==> src/hw/mbxPkg.sv <==
package mbxPkg;

  //////////////////////////////////////////////////////////////////////
  // Line geometry
  //////////////////////////////////////////////////////////////////////

  localparam int NumWords = 4;

  typedef logic [1:0] wordIdx_t;
  typedef logic [NumWords-1:0] wordMask_t;

  // Source code kept with each buffered word
  typedef logic [1:0] dataCode_t;

  typedef struct packed {
    logic par;
    dataCode_t code;
  } mbWord_t;

  //////////////////////////////////////////////////////////////////////
  // Commands
  //////////////////////////////////////////////////////////////////////

  typedef logic [1:0] cmdOp_t;

  localparam cmdOp_t OpLineRead = 2'd1;
  localparam cmdOp_t OpWordRead = 2'd2;
  localparam cmdOp_t OpFlush = 2'd3;

  typedef struct packed {
    cmdOp_t op;
    wordIdx_t idx;
    wordMask_t validMask;
    wordMask_t neededMask;
  } mbCmd_t;

  // Core store into one buffer slot
  typedef struct packed {
    wordIdx_t idx;
    mbWord_t word;
  } mbStore_t;

  // Memory side of the buffer
  typedef struct packed {
    logic write;
    wordIdx_t sel;
    mbWord_t word;
  } mbMemReq_t;

endpackage

==> src/hw/mbRequestGen.sv <==
`timescale 1ns/1ps

module mbRequestGen
  import mbxPkg::*;
(
  input mbCmd_t cmd,
  input logic cmdValid,
  input logic busy,
  input wordMask_t dirty,
  output logic load,
  output wordMask_t loadMask,
  output logic loadWrite
);

  wordMask_t missing;
  wordMask_t wordHot;
  wordMask_t reqMask;

  //////////////////////////////////////////////////////////////////////
  // Word request mask
  //////////////////////////////////////////////////////////////////////

  // Words the line still needs and the cache does not hold
  assign missing = cmd.neededMask & ~cmd.validMask;

  assign wordHot = wordMask_t'(1) << cmd.idx;

  always_comb begin
    case (cmd.op)
      OpLineRead: begin
        reqMask = missing;
      end
      OpWordRead: begin
        reqMask = wordHot;
      end
      OpFlush: begin
        reqMask = dirty;
      end
      default: begin
        reqMask = '0;
      end
    endcase
  end

  //////////////////////////////////////////////////////////////////////
  // Load into the pending register
  //////////////////////////////////////////////////////////////////////

  // Empty mask or op 0 is accepted but loads nothing
  assign load = cmdValid & ~busy & (|reqMask);
  assign loadMask = reqMask;
  assign loadWrite = (cmd.op == OpFlush);

endmodule

==> src/hw/mbWordRequest.sv <==
`timescale 1ns/1ps

module mbWordRequest
  import mbxPkg::*;
(
  input logic clk,
  input logic rst,

  input logic load,
  input wordMask_t loadMask,
  input logic loadWrite,

  input logic memAck,

  output logic busy,
  output logic memReq,
  output logic write,
  output wordIdx_t sel,
  output logic ackRead,
  output logic ackWrite
);

  wordMask_t pending;
  wordMask_t pendingNext;
  logic writeFlag;
  logic writeNext;
  logic ackAny;

  // Lowest set bit wins
  function automatic wordIdx_t lowestIdx(input wordMask_t mask);
    wordIdx_t idx;
    idx = '0;
    for (int i = NumWords - 1; i >= 0; i--) begin
      if (mask[i]) begin
        idx = wordIdx_t'(i);
      end
    end
    return idx;
  endfunction

  assign memReq = |pending;
  assign busy = memReq;
  assign write = writeFlag;

  // Acks outside a request are dropped
  assign ackAny = memAck & memReq;
  assign ackRead = ackAny & ~writeFlag;
  assign ackWrite = ackAny & writeFlag;

  //////////////////////////////////////////////////////////////////////
  // Pending words
  //////////////////////////////////////////////////////////////////////

  always_comb begin
    pendingNext = pending;
    writeNext = writeFlag;
    if (load) begin
      pendingNext = loadMask;
      writeNext = loadWrite;
    end else if (ackAny) begin
      // Only the selected word is retired
      pendingNext = pending & ~(wordMask_t'(1) << sel);
    end
  end

  always_ff @(posedge clk) begin
    if (rst) begin
      pending <= '0;
      writeFlag <= 1'b0;
    end else begin
      pending <= pendingNext;
      writeFlag <= writeNext;
    end
  end

  //////////////////////////////////////////////////////////////////////
  // Select hold
  //////////////////////////////////////////////////////////////////////

  // Select moves only on a new load or an ack, so memory sees it stable
  always_ff @(posedge clk) begin
    if (rst) begin
      sel <= '0;
    end else if (load || ackAny) begin
      sel <= lowestIdx(pendingNext);
    end
  end

  // Held select must still point at a word that is owed
  selPending: assert property (
    @(posedge clk) disable iff (rst)
    memReq |-> pending[sel]
  );

  // Request side must wait for the previous line to drain
  noLoadBusy: assert property (
    @(posedge clk) disable iff (rst)
    load |-> !busy
  );

endmodule

==> src/hw/mbSlotStore.sv <==
`timescale 1ns/1ps

module mbSlotStore
  import mbxPkg::*;
#(
  parameter bit AckClearsDirty = 1'b1
) (
  input logic clk,
  input logic rst,

  input logic storeValid,
  input logic storeReady,
  input mbStore_t store,

  input wordIdx_t sel,
  input logic ackRead,
  input logic ackWrite,
  input mbWord_t memRdWord,

  input wordIdx_t peekIdx,

  output mbWord_t selWord,
  output mbWord_t peekWord,
  output wordMask_t dirty
);

  mbWord_t slots [NumWords];
  logic storeFire;

  assign storeFire = storeValid & storeReady;

  //////////////////////////////////////////////////////////////////////
  // Buffer slots
  //////////////////////////////////////////////////////////////////////

  always_ff @(posedge clk) begin
    if (rst) begin
      for (int i = 0; i < NumWords; i++) begin
        slots[i] <= '0;
      end
    end else if (storeFire) begin
      slots[store.idx] <= store.word;
    end else if (ackRead) begin
      // Memory data lands in the word it was fetched for
      slots[sel] <= memRdWord;
    end
  end

  // Dirty mask set by core stores and cleared by flush acks
  always_ff @(posedge clk) begin
    if (rst) begin
      dirty <= '0;
    end else if (storeFire) begin
      dirty[store.idx] <= 1'b1;
    end else if (ackWrite && AckClearsDirty) begin
      dirty[sel] <= 1'b0;
    end
  end

  //////////////////////////////////////////////////////////////////////
  // Output muxes
  //////////////////////////////////////////////////////////////////////

  assign selWord = slots[sel];
  assign peekWord = slots[peekIdx];

  // Stores are only taken while no word is owed to memory
  storeNoAck: assert property (
    @(posedge clk) disable iff (rst)
    storeFire |-> !(ackRead || ackWrite)
  );

endmodule

==> src/hw/mbxTop.sv <==
`timescale 1ns/1ps

module mbxTop
  import mbxPkg::*;
#(
  parameter bit AckClearsDirty = 1'b1
) (
  input logic clk,
  input logic rst,

  input mbCmd_t cmd,
  input logic cmdValid,
  output logic cmdReady,

  input mbStore_t store,
  input logic storeValid,
  output logic storeReady,

  output logic memReq,
  output mbMemReq_t mem,
  input logic memAck,
  input mbWord_t memRdWord,

  input wordIdx_t peekIdx,
  output mbWord_t peekWord,
  output wordMask_t dirty
);

  logic load;
  wordMask_t loadMask;
  logic loadWrite;
  logic busy;
  logic reqWrite;
  wordIdx_t sel;
  logic ackRead;
  logic ackWrite;
  mbWord_t selWord;

  // Core side may only talk to the buffer while nothing is pending
  assign cmdReady = ~busy;
  assign storeReady = ~busy;

  assign mem = '{write: reqWrite, sel: sel, word: selWord};

  mbRequestGen mbRequestGen_i (
    .cmd(cmd),
    .cmdValid(cmdValid),
    .busy(busy),
    .dirty(dirty),
    .load(load),
    .loadMask(loadMask),
    .loadWrite(loadWrite)
  );

  mbWordRequest mbWordRequest_i (
    .clk(clk),
    .rst(rst),
    .load(load),
    .loadMask(loadMask),
    .loadWrite(loadWrite),
    .memAck(memAck),
    .busy(busy),
    .memReq(memReq),
    .write(reqWrite),
    .sel(sel),
    .ackRead(ackRead),
    .ackWrite(ackWrite)
  );

  mbSlotStore #(
    .AckClearsDirty(AckClearsDirty)
  ) mbSlotStore_i (
    .clk(clk),
    .rst(rst),
    .storeValid(storeValid),
    .storeReady(storeReady),
    .store(store),
    .sel(sel),
    .ackRead(ackRead),
    .ackWrite(ackWrite),
    .memRdWord(memRdWord),
    .peekIdx(peekIdx),
    .selWord(selWord),
    .peekWord(peekWord),
    .dirty(dirty)
  );

endmodule

==> config.mk <==
export PLATFORM = sky130hd
export DESIGN_NAME = mbxTop
export DESIGN_NICKNAME = d
export VERILOG_FILES = /design/src/hw/mbxPkg.sv /design/src/hw/mbRequestGen.sv /design/src/hw/mbWordRequest.sv /design/src/hw/mbSlotStore.sv /design/src/hw/mbxTop.sv
export SDC_FILE = /design/constraint.sdc
export NUM_CORES = 1
export LEC_CHECK = 0
export BUFFER_PORTS_ARGS = -buffer_cell sky130_fd_sc_hd__clkbuf_2
export CAP_MARGIN = 5
export CORE_MARGIN = 2
export CORE_UTILIZATION = 51
export CTS_CLUSTER_SIZE = 20
export DETAILED_ROUTE_END_ITERATION = 8
export PLACE_DENSITY = 0.79
export SKIP_LAST_GASP = 1
export SYNTH_ARGS = -nofsm -noshare
export SYNTH_HDL_FRONTEND = slang
export SYNTH_SLANG_ARGS = --single-unit
==> constraint.sdc <==
create_clock -name clk -period 2.26 [get_ports clk]
set_clock_uncertainty 0.05 [all_clocks]
set_input_delay 0.452 -clock clk [delete_from_list [all_inputs] [get_ports clk]]
set_output_delay 0.452 -clock clk [all_outputs]
set_load 0.05 [all_outputs]
# ---- Word level (Yosys, flattened, before mapping)
# Memory sizes are Yosys's and may differ from the RTL's. A register that Yosys moved wholly into a read port is not among the register bits.
# Index checks and enable logic that the tools add are counted.
dict set report classes {
  add_sub_neg 0
  n_mul 0
  div 0
  n_lt_le_gt_ge 4
  eq_ne 3
  shifts 2
  n_mux 30
  bitwise 15
  n_reduce_logical 8
}
# cell count
set op_table {}
lappend op_table {{two-way mux 2 bit} 8}
lappend op_table {{two-way mux 4 bit} 4}
lappend op_table {{two-way mux 1 bit} 13}
lappend op_table {{AND 4 bit} 3}
lappend op_table {{inverter 4 bit} 3}
lappend op_table {{one-hot mux 4 bit (3 select lines)} 1}
lappend op_table {{OR reduction 4 bit} 2}
lappend op_table {{left shift 1 x 2 -> 4 bit, first input constant} 2}
lappend op_table {{AND 1 bit} 6}
lappend op_table {{< comparator 2 x 3 -> 1 bit, second input constant} 2}
lappend op_table {{two-way mux 3 bit} 2}
lappend op_table {{OR reduction 3 bit} 2}
lappend op_table {{demux 1 bit (select 2 bit)} 2}
lappend op_table {{equality test 2 bit, second input constant} 2}
lappend op_table {{greater-or-equal comparator 2 x 1 -> 1 bit, second input constant} 2}
lappend op_table {{OR 4 bit} 1}
lappend op_table {{equality test 2 x 1 -> 1 bit, second input constant} 1}
lappend op_table {{logical AND 1 bit} 2}
lappend op_table {{inverter 1 bit} 2}
lappend op_table {{nonzero test 2 bit} 1}
lappend op_table {{logical OR 1 bit} 1}
dict set report word_totals {
  regBits 11
  latchBits 0
  mem_bits_rw 12
  mem_bits_ro 0
  in_bits 27
  elab_cells 67
  mem_count 1
}
# memory words word_bits read_ports rd_clocked_by_memory_dff write_ports line
set mem_list {}
lappend mem_list {mbSlotStore_i.slots 4 3 2 1 4 mbSlotStore.sv:27} ;# mbWord_t slots [NumWords];

# ---- Longest topological paths before layout
dict set report logic_depth {
  ltp_word 12
  ltp_mapped 7
  mapped_depth_nobuf 6
}

# ---- Cells and area by module
# From an unflattened synthesis, not the netlist that was laid out.
dict set report unflattened {
  cells_unflattened 142
  hier_area_um2 1436.4
}
# mod n_inst cells_per_inst area_per_inst_um2 seq_area_each_um2
set by_module_without_submodules {}
lappend by_module_without_submodules {mbSlotStore 1 70 880.8 440.4}
lappend by_module_without_submodules {mbWordRequest 1 44 359.1 140.1}
lappend by_module_without_submodules {mbRequestGen 1 25 177.7 0.0}
lappend by_module_without_submodules {mbxTop 1 3 18.8 0.0}

# ---- Least setup slack after synthesis
# No wires, ideal clock.
dict set report synth_timing {
  path_type {register to register}
  from {register mbWordRequest_i.pending[0]}
  to {memory mbSlotStore_i.slots[2][0] (netlist bit) (enable)}
  setup_ps 302
  t_arrival_ps 1969
  required_ps 1908
  setup_slack_ps -61
  stages_incl_launch_ff 6
  synth_period_minus_slack_ps 2321
  cell_sequence {dfxtp_1 > nor4_4 > nand2_1 > o2bb2ai_1 > nor3b_1 > or2_1}
}
# item line
set synth_rtl {}
lappend synth_rtl {{start: declaration} mbWordRequest.sv:23} ;# wordMask_t pending;
lappend synth_rtl {{start signal: assignment} mbWordRequest.sv:71} ;# pending <= pendingNext;
lappend synth_rtl {{end: declaration} mbSlotStore.sv:27}

==> impl_metrics.tcl <==
set metrics [dict create \
    status "finished, final reports clean" \
    crit_fanout 7 \
    synth-edff-count 12 \
    p_per_area_nw_per_um2 667.8 \
    routabilityCongestion 0.8083 \
    reg2reg_depth 5 \
    avgSynthCellArea_um2 10.35 \
    grt.overflow.total 0 \
    ys_top_cells_by_area "edfxtp_1, dfxtp_1, mux4_2, nor2_1, nor2b_1" \
    finalPower_mw 1.171 \
    start_kind "flip-flop" \
    n_antenna_cell 0 \
    post-cts-setup-buffers 0 \
    dieArea_um2 3370 \
    slew_viol_final 0 \
    die_x_um 58.06 \
    clkTransAtPathRegs_ns 0.13 \
    synth_area_um2 1490 \
    synthArstFlopShare_pct 0 \
    cp.depth 5 \
    route.vias.total 1299 \
    yosysTopAreaCellShare_pct 24.18 \
    final.period_utilization_pct 90.16 \
    drtIter0Drc 41 \
    yosysUniqueCellTypes 51 \
    dpl.cell_count 212 \
    final.min_clock_period_ns 2.038 \
    cts_max_path_buffers 2 \
    worstPathArrival_ns 2.03 \
    synth_ff_type "dfxtp_1" \
    hp-class "primary input to flip-flop" \
    postSynthNetCount 171 \
    start_util_pct 54.04 \
    drc 0 \
    slowest_delay_ns 0.47 \
    fp-row-count 19 \
    vias_per_cell 6.014 \
    clk_latency_ns 0.31 \
    drt_wl_total_mm 3.243 \
    criticalPathCategory "flip-flop to flip-flop" \
    finalSetupViolCount 0 \
    layout.cells.non_filler 216 \
    crit_chain "nor4_4 -> and2_0 -> a221oi_2 -> nand2b_2 -> nand2b_1" \
    crit_buf_inv 0 \
    dr.pass1.iters 4 \
    critPathRequiredTime_ns 2.25 \
    track_usage_pct 20.73 \
    cts_sinks 25 \
    max_cap_viol_count 0 \
    power.leakage_nw 0.7049 \
    yosysSeqAreaShare_pct 41.65 \
    final-hold-violation-count 0 \
    io_buffer_count 42 \
    grt_max_degree 22 \
    relSlewSlack_pct 69.05 \
    cp_slowest_cell "nor4_4" \
    rsz0062_at_grt "false" \
    cts_tree "yes" \
    ys_top_cells_by_count "nor2_1, dfxtp_1, edfxtp_1" \
    grt_pass1_vias 1245 \
    hold_depth 3 \
    core_area_um2 2758 \
    drive_gt1_share_pct 36.76 \
    htreeDepth 1 \
    hpwl_mm 2.657 \
    area_growth_pct 17.63 \
    worstMarginPinSlew_ns 0.4600 \
    nFillCells 243 \
    antenna_found_initial 0 \
    yosysTopAreaCell "edfxtp_1" \
    ios 43 \
    ir_drop_uv 417.4 \
    cts_buffers 3 \
    grt_pass1_wl_mm 5.361 \
    fin_util_pct 63.57 \
    setup_ws_ns 0.2225 \
    dpl_worst_slack_ns 0.2267 \
    ys_ff_latch 25 \
    die-height_um 58.06 \
    yosys_warnings 0 \
    r2r_setup_slack_ns 0.22 \
    postRouteAntennaNets 0 \
    post_drt_wl_per_cell_um 15.01 \
    yosysMostFrequentCell "nor2_1" \
    crit_family "simple AND/OR/NAND/NOR gates" \
    cts_resized 0 \
    cts_hold_buf 0 \
    syn-instance-count 144 \
    max_freq_mhz 490.8 \
    whs_ns 0.3668 \
    crit_path_end_kind "flip-flop" \
    cts-root-buf "clkbuf_4" \
    nNetsFinal 213 \
]
layer usage:
layer / GRT usage [%] / vias to the layer above / routed length [µm]
met2: 39.29 / 51 / 1724
li1: - / 627 / -
met4: 7.309 / 0 / 55
met1: 23.32 / 615 / 1276
met3: 3.125 / 6 / 187
met5: 0 / - / 0
cells by family after synthesis:
kind of cell / count (synthesis) / synth area share (%)
and+or+nand+nor: 60 / 22.42
AOI/OAI and AO/OA: 37 / 22.25
DFF: 25 / 41.65
buffers and inverters: 16 / 4.618
muxes: 6 / 9.068
flip-flops by register name, indices dropped and copies added (netlist names), named ones only:
register and cells:
mbSlotStore_i.slots 12, mbWordRequest_i.sel 2, mbWordRequest_i.write 1, mbWordRequest_i.pending 4
mbSlotStore_i.dirty 4
through the flow:
step | cell area (µm²) | setup TNS (ns)
final | 1753 | 0
after global routing | 1753 | 0
after CTS | 1753 | 0
after detailed placement | 1725 | 0
after global placement | 1725 | 0
after floorplan | 1496 | -0.1783
final timing paths:
check	start	end
worst max register to register	mbWordRequest_i.pending[1]	mbSlotStore_i.slots[1][0]
worst min-delay path	store[4]	mbSlotStore_i.dirty[2]
worst min register to register	mbSlotStore_i.dirty[2]	mbSlotStore_i.dirty[2]
worst max-delay path	mbWordRequest_i.pending[1]	mbSlotStore_i.slots[1][0]
final cells by class:
cell class	instances	area [µm²]	share of cell area (%)
inverter	9	33.78	1.927
tap	31	38.79	2.213
clock buffer	3	22.52	1.285
timing repair buffer	44	225.2	12.85
clock inverter	1	5.005	0.2855
sequential	25	621.8	35.47
multi-input combinational	103	805.8	45.97
layout by cell type, fill, tap and decap left out, types with 2 or more instances in the layout:
cell type   n
nor3b_1     2
nand3_1     4
nor2_1     17
clkbuf_4    3
inv_2       2
nand2_1     9
a21oi_1     5
nand3b_1    3
nand4_1     2
o21ai_0     4
and2_1      5
buf_4       2
nor2b_1     6
dfxtp_1    12
o41ai_1     2
clkbuf_2   42
a21o_1      3
inv_1       7
nand2b_1    3
mux4_2      6
a2bb2oi_1   2
edfxtp_1   12
worst min-delay path, delay by kind of cell:
family / cells / cell delay [ns]
buffers and inverters: 1 / 0.10
AND/OR/NAND/NOR: 1 / 0.08
AO/OA/AOI/OAI: 1 / 0.06
power by group:
group / total (mW) / leakage, nW / internal [mW] / switching, mW
sequential: 0.553 / 0.231 / 0.515 / 0.0379
combinational: 0.420 / 0.456 / 0.143 / 0.277
clock: 0.197 / 0.0177 / 0.0662 / 0.131
total: 1.17 / 0.705 / 0.725 / 0.446
(Power assumes the default switching activity.)
